File: src/design/cpu_pkg.sv
// ISA definitions for the 16-bit execute core, imported by every design file
`default_nettype none

package cpu_pkg;

	localparam int DATA_W = 16; // Data and PC width
	localparam int REG_W  = 4;  // Register number width

	typedef enum logic [3:0] {
		OP_ADD = 4'd0,
		OP_SUB = 4'd1,
		OP_AND = 4'd2,
		OP_NOR = 4'd3,
		OP_SLL = 4'd4,
		OP_SRL = 4'd5,
		OP_SRA = 4'd6,
		OP_LHB = 4'd10,
		OP_LLB = 4'd11,
		OP_B   = 4'd12  // Anything not listed decodes as NOP
	} opcode_e;

	// ALU codes 0..6 line up with the arithmetic opcodes
	typedef enum logic [2:0] {
		ALU_ADD  = 3'd0,
		ALU_SUB  = 3'd1,
		ALU_AND  = 3'd2,
		ALU_NOR  = 3'd3,
		ALU_SLL  = 3'd4,
		ALU_SRL  = 3'd5,
		ALU_SRA  = 3'd6,
		ALU_BYTE = 3'd7  // LHB/LLB merge
	} alu_op_e;

	typedef enum logic [2:0] {
		BR_NE  = 3'd0,
		BR_EQ  = 3'd1,
		BR_GT  = 3'd2,
		BR_LT  = 3'd3,
		BR_GE  = 3'd4,
		BR_LE  = 3'd5,
		BR_OV  = 3'd6,
		BR_UNC = 3'd7
	} br_cond_e;

	typedef struct packed {
		opcode_e          opcode;
		logic [REG_W-1:0] rd;
		logic [REG_W-1:0] rs;
		logic [REG_W-1:0] rt;     // Shift amount for SLL/SRL/SRA
	} arith_t;

	typedef struct packed {
		opcode_e          opcode;
		logic [REG_W-1:0] rd;
		logic [7:0]       imm;    // Byte for LHB/LLB
	} imm_t;

	typedef struct packed {
		opcode_e           opcode;
		br_cond_e          cond;
		logic signed [8:0] offset; // Word offset from pc + 1
	} branch_t;

	// One instruction word, three field layouts
	typedef union packed {
		arith_t  arith_f;
		imm_t    imm_f;
		branch_t branch_f;
	} instr_t;

endpackage

`default_nettype wire
File: src/design/core_datapath.sv
// Core top level, wires decode, register file, ID/EX register and execute together
`timescale 1ns/1ps
`default_nettype none

module core_datapath (
	input  logic                       clk,
	input  logic                       rst_n,
	input  logic                       instr_valid,
	input  cpu_pkg::instr_t            instr,
	input  logic [cpu_pkg::DATA_W-1:0] pc,
	output logic                       wb_valid,
	output logic [cpu_pkg::REG_W-1:0]  wb_reg,
	output logic [cpu_pkg::DATA_W-1:0] wb_data,
	output logic                       br_taken,
	output logic [cpu_pkg::DATA_W-1:0] br_target,
	output logic [2:0]                 flags
);
	import cpu_pkg::*;

	// Decode side
	logic [REG_W-1:0]  dec_rs_addr;
	logic [REG_W-1:0]  dec_rt_addr;
	logic [REG_W-1:0]  dec_rd_addr;
	alu_op_e           dec_alu_op;
	logic              dec_reg_write;
	logic              dec_is_branch;
	logic              dec_byte_high;
	logic              dec_use_shamt;
	logic [7:0]        dec_imm;
	br_cond_e          dec_br_cond;
	logic [DATA_W-1:0] dec_br_offset;
	logic [DATA_W-1:0] rd_data_1;
	logic [DATA_W-1:0] rd_data_2;

	// Execute side
	logic              ex_valid;
	logic [REG_W-1:0]  ex_rs_addr;
	logic [REG_W-1:0]  ex_rt_addr;
	logic [REG_W-1:0]  ex_rd_addr;
	alu_op_e           ex_alu_op;
	logic              ex_reg_write;
	logic              ex_is_branch;
	logic              ex_byte_high;
	logic              ex_use_shamt;
	logic [7:0]        ex_imm;
	br_cond_e          ex_br_cond;
	logic [DATA_W-1:0] ex_br_offset;
	logic [DATA_W-1:0] ex_rd_data_1;
	logic [DATA_W-1:0] ex_rd_data_2;
	logic [DATA_W-1:0] ex_pc;

	instr_decode u_decode (
		.instr(instr),
		.rs_addr(dec_rs_addr), .rt_addr(dec_rt_addr), .rd_addr(dec_rd_addr),
		.alu_op(dec_alu_op), .reg_write(dec_reg_write), .is_branch(dec_is_branch),
		.byte_high(dec_byte_high), .use_shamt(dec_use_shamt), .imm(dec_imm),
		.br_cond(dec_br_cond), .br_offset(dec_br_offset)
	);

	// Write port is fed straight from the writeback outputs
	reg_file u_reg_file (
		.clk(clk), .rst_n(rst_n),
		.rs_addr(dec_rs_addr), .rt_addr(dec_rt_addr),
		.rd_data_1(rd_data_1), .rd_data_2(rd_data_2),
		.wr_en(wb_valid), .wr_reg(wb_reg), .wr_data(wb_data)
	);

	idex_reg u_idex (
		.clk(clk), .rst_n(rst_n), .instr_valid(instr_valid),
		.rs_addr_in(dec_rs_addr), .rt_addr_in(dec_rt_addr), .rd_addr_in(dec_rd_addr),
		.alu_op_in(dec_alu_op), .reg_write_in(dec_reg_write), .is_branch_in(dec_is_branch),
		.byte_high_in(dec_byte_high), .use_shamt_in(dec_use_shamt), .imm_in(dec_imm),
		.br_cond_in(dec_br_cond), .br_offset_in(dec_br_offset),
		.rd_data_1_in(rd_data_1), .rd_data_2_in(rd_data_2), .pc_in(pc),
		.ex_valid(ex_valid),
		.rs_addr_out(ex_rs_addr), .rt_addr_out(ex_rt_addr), .rd_addr_out(ex_rd_addr),
		.alu_op_out(ex_alu_op), .reg_write_out(ex_reg_write), .is_branch_out(ex_is_branch),
		.byte_high_out(ex_byte_high), .use_shamt_out(ex_use_shamt), .imm_out(ex_imm),
		.br_cond_out(ex_br_cond), .br_offset_out(ex_br_offset),
		.rd_data_1_out(ex_rd_data_1), .rd_data_2_out(ex_rd_data_2), .pc_out(ex_pc)
	);

	execute_unit u_execute (
		.clk(clk), .rst_n(rst_n), .ex_valid(ex_valid),
		.rs_addr(ex_rs_addr), .rt_addr(ex_rt_addr), .rd_addr(ex_rd_addr),
		.alu_op(ex_alu_op), .reg_write(ex_reg_write), .is_branch(ex_is_branch),
		.byte_high(ex_byte_high), .use_shamt(ex_use_shamt), .imm(ex_imm),
		.br_cond(ex_br_cond), .br_offset(ex_br_offset),
		.rd_data_1(ex_rd_data_1), .rd_data_2(ex_rd_data_2), .pc(ex_pc),
		.wr_en(wb_valid), .wr_reg(wb_reg), .wr_data(wb_data),
		.br_taken(br_taken), .br_target(br_target), .flags(flags)
	);

endmodule

`default_nettype wire

File: src/design/execute_unit.sv
// Execute stage with forwarding, ALU, Z/N/V flags, branch decision and registered writeback
`timescale 1ns/1ps
`default_nettype none

module execute_unit (
	input  logic                       clk,
	input  logic                       rst_n,
	input  logic                       ex_valid,
	input  logic [cpu_pkg::REG_W-1:0]  rs_addr,
	input  logic [cpu_pkg::REG_W-1:0]  rt_addr,
	input  logic [cpu_pkg::REG_W-1:0]  rd_addr,
	input  cpu_pkg::alu_op_e           alu_op,
	input  logic                       reg_write,
	input  logic                       is_branch,
	input  logic                       byte_high,
	input  logic                       use_shamt,
	input  logic [7:0]                 imm,
	input  cpu_pkg::br_cond_e          br_cond,
	input  logic [cpu_pkg::DATA_W-1:0] br_offset,
	input  logic [cpu_pkg::DATA_W-1:0] rd_data_1,
	input  logic [cpu_pkg::DATA_W-1:0] rd_data_2,
	input  logic [cpu_pkg::DATA_W-1:0] pc,
	output logic                       wr_en,
	output logic [cpu_pkg::REG_W-1:0]  wr_reg,
	output logic [cpu_pkg::DATA_W-1:0] wr_data,
	output logic                       br_taken,
	output logic [cpu_pkg::DATA_W-1:0] br_target,
	output logic [2:0]                 flags      // {Z, N, V}
);
	import cpu_pkg::*;

	localparam int FLAG_Z = 2;
	localparam int FLAG_N = 1;
	localparam int FLAG_V = 0;

	logic [DATA_W-1:0] op_a;
	logic [DATA_W-1:0] src_b;
	logic [DATA_W-1:0] op_b;
	logic [DATA_W-1:0] result;
	logic              ovf;
	logic              set_nv;
	logic              cond_met;

	// Previous instruction's result is not in the file yet when we read it
	assign op_a  = (wr_en && wr_reg == rs_addr && rs_addr != '0) ? wr_data : rd_data_1;
	assign src_b = (wr_en && wr_reg == rt_addr && rt_addr != '0) ? wr_data : rd_data_2;
	assign op_b  = use_shamt ? {{(DATA_W-REG_W){1'b0}}, rt_addr} : src_b;

	always_comb begin
		result = op_a + op_b;
		ovf    = 1'b0;
		set_nv = 1'b0; // Only ADD/SUB touch N and V
		case (alu_op)
			ALU_ADD: begin
				result = op_a + op_b; // Wraps
				ovf    = (op_a[DATA_W-1] == op_b[DATA_W-1]) &&
				         (result[DATA_W-1] != op_a[DATA_W-1]);
				set_nv = 1'b1;
			end
			ALU_SUB: begin
				result = op_a - op_b;
				ovf    = (op_a[DATA_W-1] != op_b[DATA_W-1]) &&
				         (result[DATA_W-1] != op_a[DATA_W-1]);
				set_nv = 1'b1;
			end
			ALU_AND:  result = op_a & op_b;
			ALU_NOR:  result = ~(op_a | op_b);
			ALU_SLL:  result = op_a << op_b[REG_W-1:0];
			ALU_SRL:  result = op_a >> op_b[REG_W-1:0];
			ALU_SRA:  result = $signed(op_a) >>> op_b[REG_W-1:0];
			ALU_BYTE: result = byte_high ? {imm, op_a[7:0]} : {op_a[DATA_W-1:8], imm};
			default:  result = op_a + op_b;
		endcase
	end

	// Condition against flags left by all earlier instructions
	always_comb begin
		cond_met = 1'b0;
		case (br_cond)
			BR_NE:  cond_met = !flags[FLAG_Z];
			BR_EQ:  cond_met = flags[FLAG_Z];
			BR_GT:  cond_met = !flags[FLAG_Z] && !flags[FLAG_N];
			BR_LT:  cond_met = flags[FLAG_N];
			BR_GE:  cond_met = flags[FLAG_Z] || !flags[FLAG_N];
			BR_LE:  cond_met = flags[FLAG_Z] || flags[FLAG_N];
			BR_OV:  cond_met = flags[FLAG_V];
			BR_UNC: cond_met = 1'b1;
			default: cond_met = 1'b0;
		endcase
	end

	always_ff @(posedge clk) begin
		if (!rst_n) begin
			wr_en    <= 1'b0;
			br_taken <= 1'b0;
			flags    <= '0;
		end else begin
			wr_en    <= ex_valid && reg_write;
			br_taken <= ex_valid && is_branch && cond_met;
			// Flags follow ALU ops that write a register, byte loads leave them
			if (ex_valid && reg_write && alu_op != ALU_BYTE) begin
				flags[FLAG_Z] <= (result == '0);
				if (set_nv) begin
					flags[FLAG_N] <= result[DATA_W-1];
					flags[FLAG_V] <= ovf;
				end
			end
		end
	end

	always_ff @(posedge clk) begin
		wr_reg    <= rd_addr;
		wr_data   <= result;
		br_target <= pc + DATA_W'(1) + br_offset; // Relative to next word
	end

endmodule

`default_nettype wire

File: src/design/idex_reg.sv
// ID/EX pipeline register, holds one decoded instruction and its operands for execute
`timescale 1ns/1ps
`default_nettype none

module idex_reg (
	input  logic                       clk,
	input  logic                       rst_n,
	input  logic                       instr_valid,
	input  logic [cpu_pkg::REG_W-1:0]  rs_addr_in,
	input  logic [cpu_pkg::REG_W-1:0]  rt_addr_in,
	input  logic [cpu_pkg::REG_W-1:0]  rd_addr_in,
	input  cpu_pkg::alu_op_e           alu_op_in,
	input  logic                       reg_write_in,
	input  logic                       is_branch_in,
	input  logic                       byte_high_in,
	input  logic                       use_shamt_in,
	input  logic [7:0]                 imm_in,
	input  cpu_pkg::br_cond_e          br_cond_in,
	input  logic [cpu_pkg::DATA_W-1:0] br_offset_in,
	input  logic [cpu_pkg::DATA_W-1:0] rd_data_1_in,
	input  logic [cpu_pkg::DATA_W-1:0] rd_data_2_in,
	input  logic [cpu_pkg::DATA_W-1:0] pc_in,
	output logic                       ex_valid,
	output logic [cpu_pkg::REG_W-1:0]  rs_addr_out,
	output logic [cpu_pkg::REG_W-1:0]  rt_addr_out,
	output logic [cpu_pkg::REG_W-1:0]  rd_addr_out,
	output cpu_pkg::alu_op_e           alu_op_out,
	output logic                       reg_write_out,
	output logic                       is_branch_out,
	output logic                       byte_high_out,
	output logic                       use_shamt_out,
	output logic [7:0]                 imm_out,
	output cpu_pkg::br_cond_e          br_cond_out,
	output logic [cpu_pkg::DATA_W-1:0] br_offset_out,
	output logic [cpu_pkg::DATA_W-1:0] rd_data_1_out,
	output logic [cpu_pkg::DATA_W-1:0] rd_data_2_out,
	output logic [cpu_pkg::DATA_W-1:0] pc_out
);
	import cpu_pkg::*;

	always_ff @(posedge clk) begin
		if (!rst_n) begin
			ex_valid      <= 1'b0;
			reg_write_out <= 1'b0;
			is_branch_out <= 1'b0;
		end else begin
			ex_valid      <= instr_valid;
			reg_write_out <= reg_write_in && instr_valid; // Bubble writes nothing
			is_branch_out <= is_branch_in && instr_valid; // Bubble never branches
		end
	end

	// Operands and fields, only looked at under the qualified controls
	always_ff @(posedge clk) begin
		rs_addr_out   <= rs_addr_in;
		rt_addr_out   <= rt_addr_in;
		rd_addr_out   <= rd_addr_in;
		alu_op_out    <= alu_op_in;
		byte_high_out <= byte_high_in;
		use_shamt_out <= use_shamt_in;
		imm_out       <= imm_in;
		br_cond_out   <= br_cond_in;
		br_offset_out <= br_offset_in;
		rd_data_1_out <= rd_data_1_in;
		rd_data_2_out <= rd_data_2_in;
		pc_out        <= pc_in;
	end

endmodule

`default_nettype wire

File: src/design/reg_file.sv
// Sixteen-entry register file, two asynchronous reads and one synchronous write, r0 reads zero
`timescale 1ns/1ps
`default_nettype none

module reg_file (
	input  logic                       clk,
	input  logic                       rst_n,
	input  logic [cpu_pkg::REG_W-1:0]  rs_addr,
	input  logic [cpu_pkg::REG_W-1:0]  rt_addr,
	output logic [cpu_pkg::DATA_W-1:0] rd_data_1,
	output logic [cpu_pkg::DATA_W-1:0] rd_data_2,
	input  logic                       wr_en,
	input  logic [cpu_pkg::REG_W-1:0]  wr_reg,
	input  logic [cpu_pkg::DATA_W-1:0] wr_data
);
	import cpu_pkg::*;

	logic [DATA_W-1:0] regs [0:(1<<REG_W)-1];

	always_ff @(posedge clk) begin
		if (!rst_n) begin
			for (int i = 0; i < (1 << REG_W); i++) begin
				regs[i] <= '0; // Architectural state starts at zero
			end
		end else if (wr_en && wr_reg != '0) begin
			regs[wr_reg] <= wr_data;
		end
	end

	// No write bypass here, execute forwards the last result itself
	assign rd_data_1 = (rs_addr == '0) ? '0 : regs[rs_addr];
	assign rd_data_2 = (rt_addr == '0) ? '0 : regs[rt_addr];

endmodule

`default_nettype wire

File: src/design/instr_decode.sv
// Instruction decoder, turns one instruction word into register numbers, immediates and control
`timescale 1ns/1ps
`default_nettype none

module instr_decode (
	input  cpu_pkg::instr_t             instr,
	output logic [cpu_pkg::REG_W-1:0]   rs_addr,   // Read port 1
	output logic [cpu_pkg::REG_W-1:0]   rt_addr,   // Read port 2, or shift amount
	output logic [cpu_pkg::REG_W-1:0]   rd_addr,   // Destination
	output cpu_pkg::alu_op_e            alu_op,
	output logic                        reg_write,
	output logic                        is_branch,
	output logic                        byte_high, // LHB rather than LLB
	output logic                        use_shamt, // rt field is an immediate
	output logic [7:0]                  imm,
	output cpu_pkg::br_cond_e           br_cond,
	output logic [cpu_pkg::DATA_W-1:0]  br_offset  // Sign extended
);
	import cpu_pkg::*;

	opcode_e opcode;

	assign opcode  = instr.arith_f.opcode; // Same bits in every view
	assign rd_addr = instr.arith_f.rd;     // imm_f.rd sits on the same bits
	assign imm     = instr.imm_f.imm;
	assign br_cond = instr.branch_f.cond;
	assign br_offset = {{(DATA_W-9){instr.branch_f.offset[8]}}, instr.branch_f.offset};

	always_comb begin
		rs_addr   = instr.arith_f.rs;
		rt_addr   = instr.arith_f.rt;
		alu_op    = ALU_ADD;
		reg_write = 1'b0;
		is_branch = 1'b0;
		byte_high = 1'b0;
		use_shamt = 1'b0;
		case (opcode)
			OP_ADD, OP_SUB, OP_AND, OP_NOR: begin
				alu_op    = alu_op_e'(opcode[2:0]); // Codes follow opcode order
				reg_write = 1'b1;
			end
			OP_SLL, OP_SRL, OP_SRA: begin
				alu_op    = alu_op_e'(opcode[2:0]);
				reg_write = 1'b1;
				use_shamt = 1'b1; // rt not read from file
			end
			OP_LHB, OP_LLB: begin
				rs_addr   = instr.imm_f.rd; // Old rd value for the kept byte
				rt_addr   = '0;
				alu_op    = ALU_BYTE;
				reg_write = 1'b1;
				byte_high = (opcode == OP_LHB);
			end
			OP_B: begin
				rs_addr   = '0;
				rt_addr   = '0;
				is_branch = 1'b1;
			end
			default: begin // NOP
				rs_addr = '0;
				rt_addr = '0;
			end
		endcase
		if (rd_addr == '0) begin
			reg_write = 1'b0; // Writes to r0 are dropped
		end
	end

endmodule

`default_nettype wire

File: config.mk
export PLATFORM = sky130hd
export DESIGN_NAME = core_datapath
export DESIGN_NICKNAME = d
export VERILOG_FILES = /design/src/design/cpu_pkg.sv /design/src/design/core_datapath.sv /design/src/design/execute_unit.sv /design/src/design/idex_reg.sv /design/src/design/reg_file.sv /design/src/design/instr_decode.sv
export SDC_FILE = /design/constraint.sdc
export NUM_CORES = 1
export LEC_CHECK = 0
export BUFFER_PORTS_ARGS = -buffer_cell sky130_fd_sc_hd__buf_4
export CORE_AREA = 4 4 216 218
export CTS_CLUSTER_DIAMETER = 100
export DETAILED_ROUTE_END_ITERATION = 16
export DIE_AREA = 0 0 220 222
export HOLD_SLACK_MARGIN = 0.03
export MAX_ROUTING_LAYER = met4
export PLACE_DENSITY = 0.75
export SYNTH_ARGS = -nofsm -noshare
export SYNTH_HDL_FRONTEND = slang
export SYNTH_SLANG_ARGS = --single-unit
File: constraint.sdc
create_clock -name clk -period 7.55 [get_ports clk]
set_input_delay 0.755 -clock clk [delete_from_list [all_inputs] [get_ports clk]]
set_output_delay 0.755 -clock clk [all_outputs]
set_load 0.02 [all_outputs]
# ---- After elaboration in Yosys (flattened, before gate mapping)
# Memories as Yosys holds them, arrays and structs flattened. A register that Yosys moved wholly into a read port is not among the register bits.
# Cells that the tools add are included.
dict set report op_classes {
  reduce_logical 35
  eq_ne 30
  bitwise_logic 3
  mux 22
  shift 3
  n_addsub 4
}
# cell count
set op_table {}
lappend op_table {{16-bit case mux with 8 select lines} 1}
lappend op_table {{16-bit two-way mux} 5}
lappend op_table {{16-bit adder} 2}
lappend op_table {{3-bit == test (second input constant)} 8}
lappend op_table {{16-bit by 1-bit adder with 16-bit output (second input constant)} 1}
lappend op_table {{16-bit bitwise AND} 1}
lappend op_table {{16-bit zero test} 1}
lappend op_table {{4-bit zero test} 4}
lappend op_table {{16-bit inverter} 1}
lappend op_table {{16-bit bitwise OR} 1}
lappend op_table {{16-bit OR reduction} 1}
lappend op_table {{16-bit by 4-bit left shift with 16-bit output} 1}
lappend op_table {{16-bit by 4-bit right shift with 16-bit output} 1}
lappend op_table {{16-bit by 4-bit >>> shifter with 16-bit output} 1}
lappend op_table {{16-bit subtractor} 1}
lappend op_table {{1-bit logical AND} 14}
lappend op_table {{3-bit by 2-bit == test with 1-bit output (second input constant)} 4}
lappend op_table {{4-bit by 3-bit == test with 1-bit output (second input constant)} 3}
lappend op_table {{4-bit == test (second input constant)} 3}
lappend op_table {{4-bit nonzero test} 3}
lappend op_table {{1-bit two-way mux} 10}
lappend op_table {{9-bit OR reduction} 1}
lappend op_table {{4-bit by 2-bit == test with 1-bit output (second input constant)} 2}
lappend op_table {{4-bit == test} 2}
lappend op_table {{other kinds (17)} 25}
dict set report totals {
  memories 1
  ram_bits 256
  out_inout_bits 41
  ff_bits 97
}
# memory depth width rd rd_clocked_by_memory_dff write_ports line
set memory_table {}
lappend memory_table {u_reg_file.regs 16 16 2 2 16 reg_file.sv:18} ;# logic [DATA_W-1:0] regs [0:(1<<REG_W)-1];

# ---- Logic depth before layout (Yosys ltp)
dict set report depth {
  word_depth 9
  ltp_mapped 24
}

# ---- By module
# Synthesis repeated with hierarchy kept, for this count alone.
dict set report unflattened {
  cells_unflattened 1944
  hier_area_um2 21838.4
}
# module cells_each area_each_um2 n_inst
set modules_own_cells {}
lappend modules_own_cells {reg_file 931 13128.8 1}
lappend modules_own_cells {execute_unit 850 6304.8 1}
lappend modules_own_cells {idex_reg 98 1921.8 1}
lappend modules_own_cells {instr_decode 65 483.0 1}

# ---- Least setup slack after synthesis
# OpenSTA, ideal clock, no wires.
dict set report synth_path {
  kind {register -> register}
  startpoint {register u_execute.wr_reg[0] (netlist name)}
  endpoint {register u_execute.flags[2]}
  stages_incl_launch_ff 23
  setup_slack_ps 1616
  t_arrival_ps 5847
  cell_sequence {dfxtp_1 buf_2 xnor2_2 nand3_2 o31ai_1 a31o_1 clkbuf_1 clkbuf_1 buf_2 buf_1 ha_1 clkbuf_1 nand2b_1 o311ai_0 a221oi_1 a21oi_1 a221o_1 a22o_1 a221o_1 or4_1 or4_1 or4_1 o31ai_1}
}
dict set report synth_between {
  elab_chain_len 9
  word_cells_on_any_way 20
  cone_classes {2 x add/sub; 2 x eq/ne; 3 x shift; 5 x mux; 3 x bitwise; 5 x reduce/logical}
}
# element line
set synth_rtl {}
lappend synth_rtl {{start, declared} execute_unit.sv:24} ;# output logic [cpu_pkg::REG_W-1:0] wr_reg,
lappend synth_rtl {{start signal, assigned} execute_unit.sv:112} ;# wr_reg <= rd_addr;
lappend synth_rtl {{parallel branches: the longest is 7 deep, another holds 16-bit subtractor} n/a}
lappend synth_rtl {{16-bit case mux with 8 select lines *} execute_unit.sv:53} ;# case (alu_op)
lappend synth_rtl {{net u_execute.result[7]} execute_unit.sv:39} ;# logic [DATA_W-1:0] result;
lappend synth_rtl {{16-bit zero test *} execute_unit.sv:102} ;# flags[FLAG_Z] <= (result == '0);
lappend synth_rtl {{end signal, assigned by index} execute_unit.sv:102}
lappend synth_rtl {{end signal, assigned by index} execute_unit.sv:104} ;# flags[FLAG_N] <= result[DATA_W-1];
lappend synth_rtl {{end signal, assigned by index} execute_unit.sv:105} ;# flags[FLAG_V] <= ovf;
lappend synth_rtl {{end, declared} execute_unit.sv:28} ;# output logic [2:0] flags
# Mark *: on every way through the listed nets, which the timed path passes.
# A chain may end at the register's enable or synchronous reset.

# ---- Worst setup path in the final report
# Ends and elaborated chain as after synthesis.

==> results.sh <==
export IMPL_first_pass_iters=8
export IMPL_grt_pass1_wl_um=118000
export IMPL_reg2reg_to="u_execute.flags[2]"
export IMPL_power_total_mw=6.36
export IMPL_synth_area_leader_cell="edfxtp_1"
export IMPL_cp_arrival_ns=6.85
export IMPL_start_util=0.496
export IMPL_synth_distinct_cells=79
export IMPL_cts_tree="done"
export IMPL_hold_violations=0
export IMPL_wire_per_inst_um=25.8
export IMPL_fmax_ghz=0.157
export IMPL_yosysMostFrequentCell="nand2_1"
export IMPL_crit_type="flop to flop"
export IMPL_yosys_most_used_dff="edfxtp_1"
export IMPL_rr_worst_depth=17
export IMPL_whs_ns=0.288
export IMPL_hold_buffers=0
export IMPL_grt_pass1_vias=18908
export IMPL_fp_dieH_um=222
export IMPL_cts_max_level=2
export IMPL_fin_crit_sh=0.842
export IMPL_grt_ovfl_total=0
export IMPL_drive_above_1_share=0.125
export IMPL_fin_worst_skew_ns=0.0278
export IMPL_ctsLongestPathBuffers=3
export IMPL_min_period_ns=6.36
export IMPL_clk_pin_slew_ns=0.07
export IMPL_reg2reg_from="u_execute.wr_reg[0]"
export IMPL_placed_area_um2=23500
export IMPL_cts_root_buf="clkbuf_16"
export IMPL_synth_commonest_cells="nand2_1 (372), edfxtp_1 (256), and2_1 (249)"
export IMPL_holdCritStartpoint="pc[8]"
export IMPL_ys_seq_area_frac=0.451
export IMPL_instances_no_fill=3058
export IMPL_worstMarginPinSlew_ns=1.24
export IMPL_grt_max_degree=67
export IMPL_drt_initial_drc_count=3326
export IMPL_antenna_found_initial=3
export IMPL_largest_register="u_reg_file.regs"
export IMPL_grt_usage=0.324
export IMPL_fillers=3961
export IMPL_irDropWorstVdd_uv=162
export IMPL_rows=78
export IMPL_fin_setup_tns_ns=0
export IMPL_viasPerCell=6.47
export IMPL_antenna_left=0
export IMPL_drv_cap=0
export IMPL_end_kind="flop"
export IMPL_drt_total_wl_um=78800
export IMPL_pin_count=76
export IMPL_synth_area_um2=22300
export IMPL_min_path_type="input port to flop"
export IMPL_numCtsBuffers=40
export IMPL_cp_required_ns=8.04
export IMPL_syn_to_final_growth_pct=11.5
export IMPL_design_area_um2=24800
export IMPL_status="finished, final reports clean"
export IMPL_startpoint_type="flop"
export IMPL_cp_endpoint="u_execute.flags[2]"
export IMPL_core_um2=44900
export IMPL_clock_sinks=373
export IMPL_post_route_drc_count=0
export IMPL_cp_max_fo=15
export IMPL_rrSetupSlack_ns=1.19
export IMPL_syn_area_per_cell_um2=9.23
export IMPL_synth_edf_count=256
export IMPL_power_density_nw_per_um2=256
export IMPL_setup_viol=0
export IMPL_largest_reg_flops=256
export IMPL_place_hpwl_um=51800
export IMPL_synth_top_area_share=0.345
export IMPL_clk_latency_ns=0.58
export IMPL_crit_start="u_execute.wr_reg[0]"
export IMPL_synthCells=2412
export IMPL_async_reset_ff_frac=0
export IMPL_io_buffers=75
export IMPL_fin_nets=2527
export IMPL_rsz0062_at_grt="no"
export IMPL_post_cts_resized=0
export IMPL_synth_area_top_cells="edfxtp_1 (35%), dfxtp_1 (11%), and2_1 (7.0%)"
export IMPL_cts_setup_buffers=0
export IMPL_die_area_um2=48800
export IMPL_p_leak_nw=9.78
export IMPL_relSlewSlack=0.169
export IMPL_synth_seq_cells=373
export IMPL_ys_warn_count=0
export IMPL_placed_cells=2984
export IMPL_fp_dieW_um=220
export IMPL_slew_violations=0
export IMPL_routabilityCongestion=1.04
export IMPL_num_vias=19770
-- per-layer routing --
layer | part of all wire | track usage | vias up
li1 | - | - | 8656
met1 | 0.36 | 0.414 | 9378
met2 | 0.45 | 0.479 | 1406
met3 | 0.12 | 0.0652 | 330
met4 | 0.073 | 0.185 | 0
met5 | 0 | - | -
-- how the worst min path moves through the flow --
stage | slack [ns] | cells after the start | to
3_5_place_dp | 0.40 | 0 | u_execute.wr_reg[1]
2_1_floorplan | 0.35 | 0 | u_execute.wr_reg[1]
4_1_cts | 0.27 | 1 | u_idex.pc_out[8]
3_3_place_gp | 0.40 | 0 | u_execute.wr_reg[1]
6_report | 0.29 | 1 | u_idex.pc_out[8]
5_1_grt | 0.27 | 1 | u_idex.pc_out[8]
-- stage by stage --
step | setup WS [ns] | util
floorplan | 1.62 | -
detailed placement | 1.40 | 0.523
finish | 1.19 | 0.553
global placement | 1.56 | 0.523
CTS | 1.39 | 0.553
global route | 0.940 | 0.553
-- logic make-up after synthesis --
logic type | share of synthesized area
multiplexers | 0.0862
XOR/XNOR | 0.0110
AO/OA/AOI/OAI | 0.156
flip-flops | 0.451
buffers and inverters | 0.0444
AND/OR/NAND/NOR | 0.213
other | 0.000169
adder cells (fa/ha/maj) | 0.0386
-- cell type report --
class                      count  area [µm²]  area share
multi-input combinational   1797       11400       0.459
sequential                   373       10000       0.404
clock buffer                  61        1190      0.0480
timing repair buffer         137        1030      0.0414
tap                          600         751      0.0302
inverter                      77         292      0.0117
clock inverter                12         144     0.00580
antenna                        1        2.50    0.000101
-- worst max-delay path: stages (launching register included) --
cell      delay [ns]
dfxtp_1         0.53
xnor2_2         0.17
nand3_2         0.16
nor3_4          0.72
mux2i_1         0.27
o21ai_4         0.44
ha_1            0.31
nor2b_1         0.19
o311ai_0        0.25
a221oi_1        0.61
a21oi_1         0.18
a221o_1         0.34
a22o_1          0.22
a221o_1         0.28
or4_1           0.51
or4_1           0.45
or4_1           0.41
o31ai_1         0.24
-- report_power, final --
part | total [mW] | internal (mW) | switching (mW)
Clock | 2.02 | 1.19 | 0.831
Sequential | 2.50 | 2.33 | 0.171
Combinational | 1.83 | 0.589 | 1.24
Total | 6.36 | 4.12 | 2.25
-- cells in the final DEF, fill, tap and decap left out, types with 41 or more instances in the layout --
cell and instances:
a211oi_1 47, a21oi_1 145, a311oi_1 49, and2_1 248, buf_4 137, clkbuf_16 41
dfxtp_1 117, edfxtp_1 256, ha_1 63, inv_1 68, mux2_2 69, mux2i_1 109
nand2_1 371, nand3_1 82, nor2_1 118, o21ai_0 98
(Power assumes the default switching activity.)
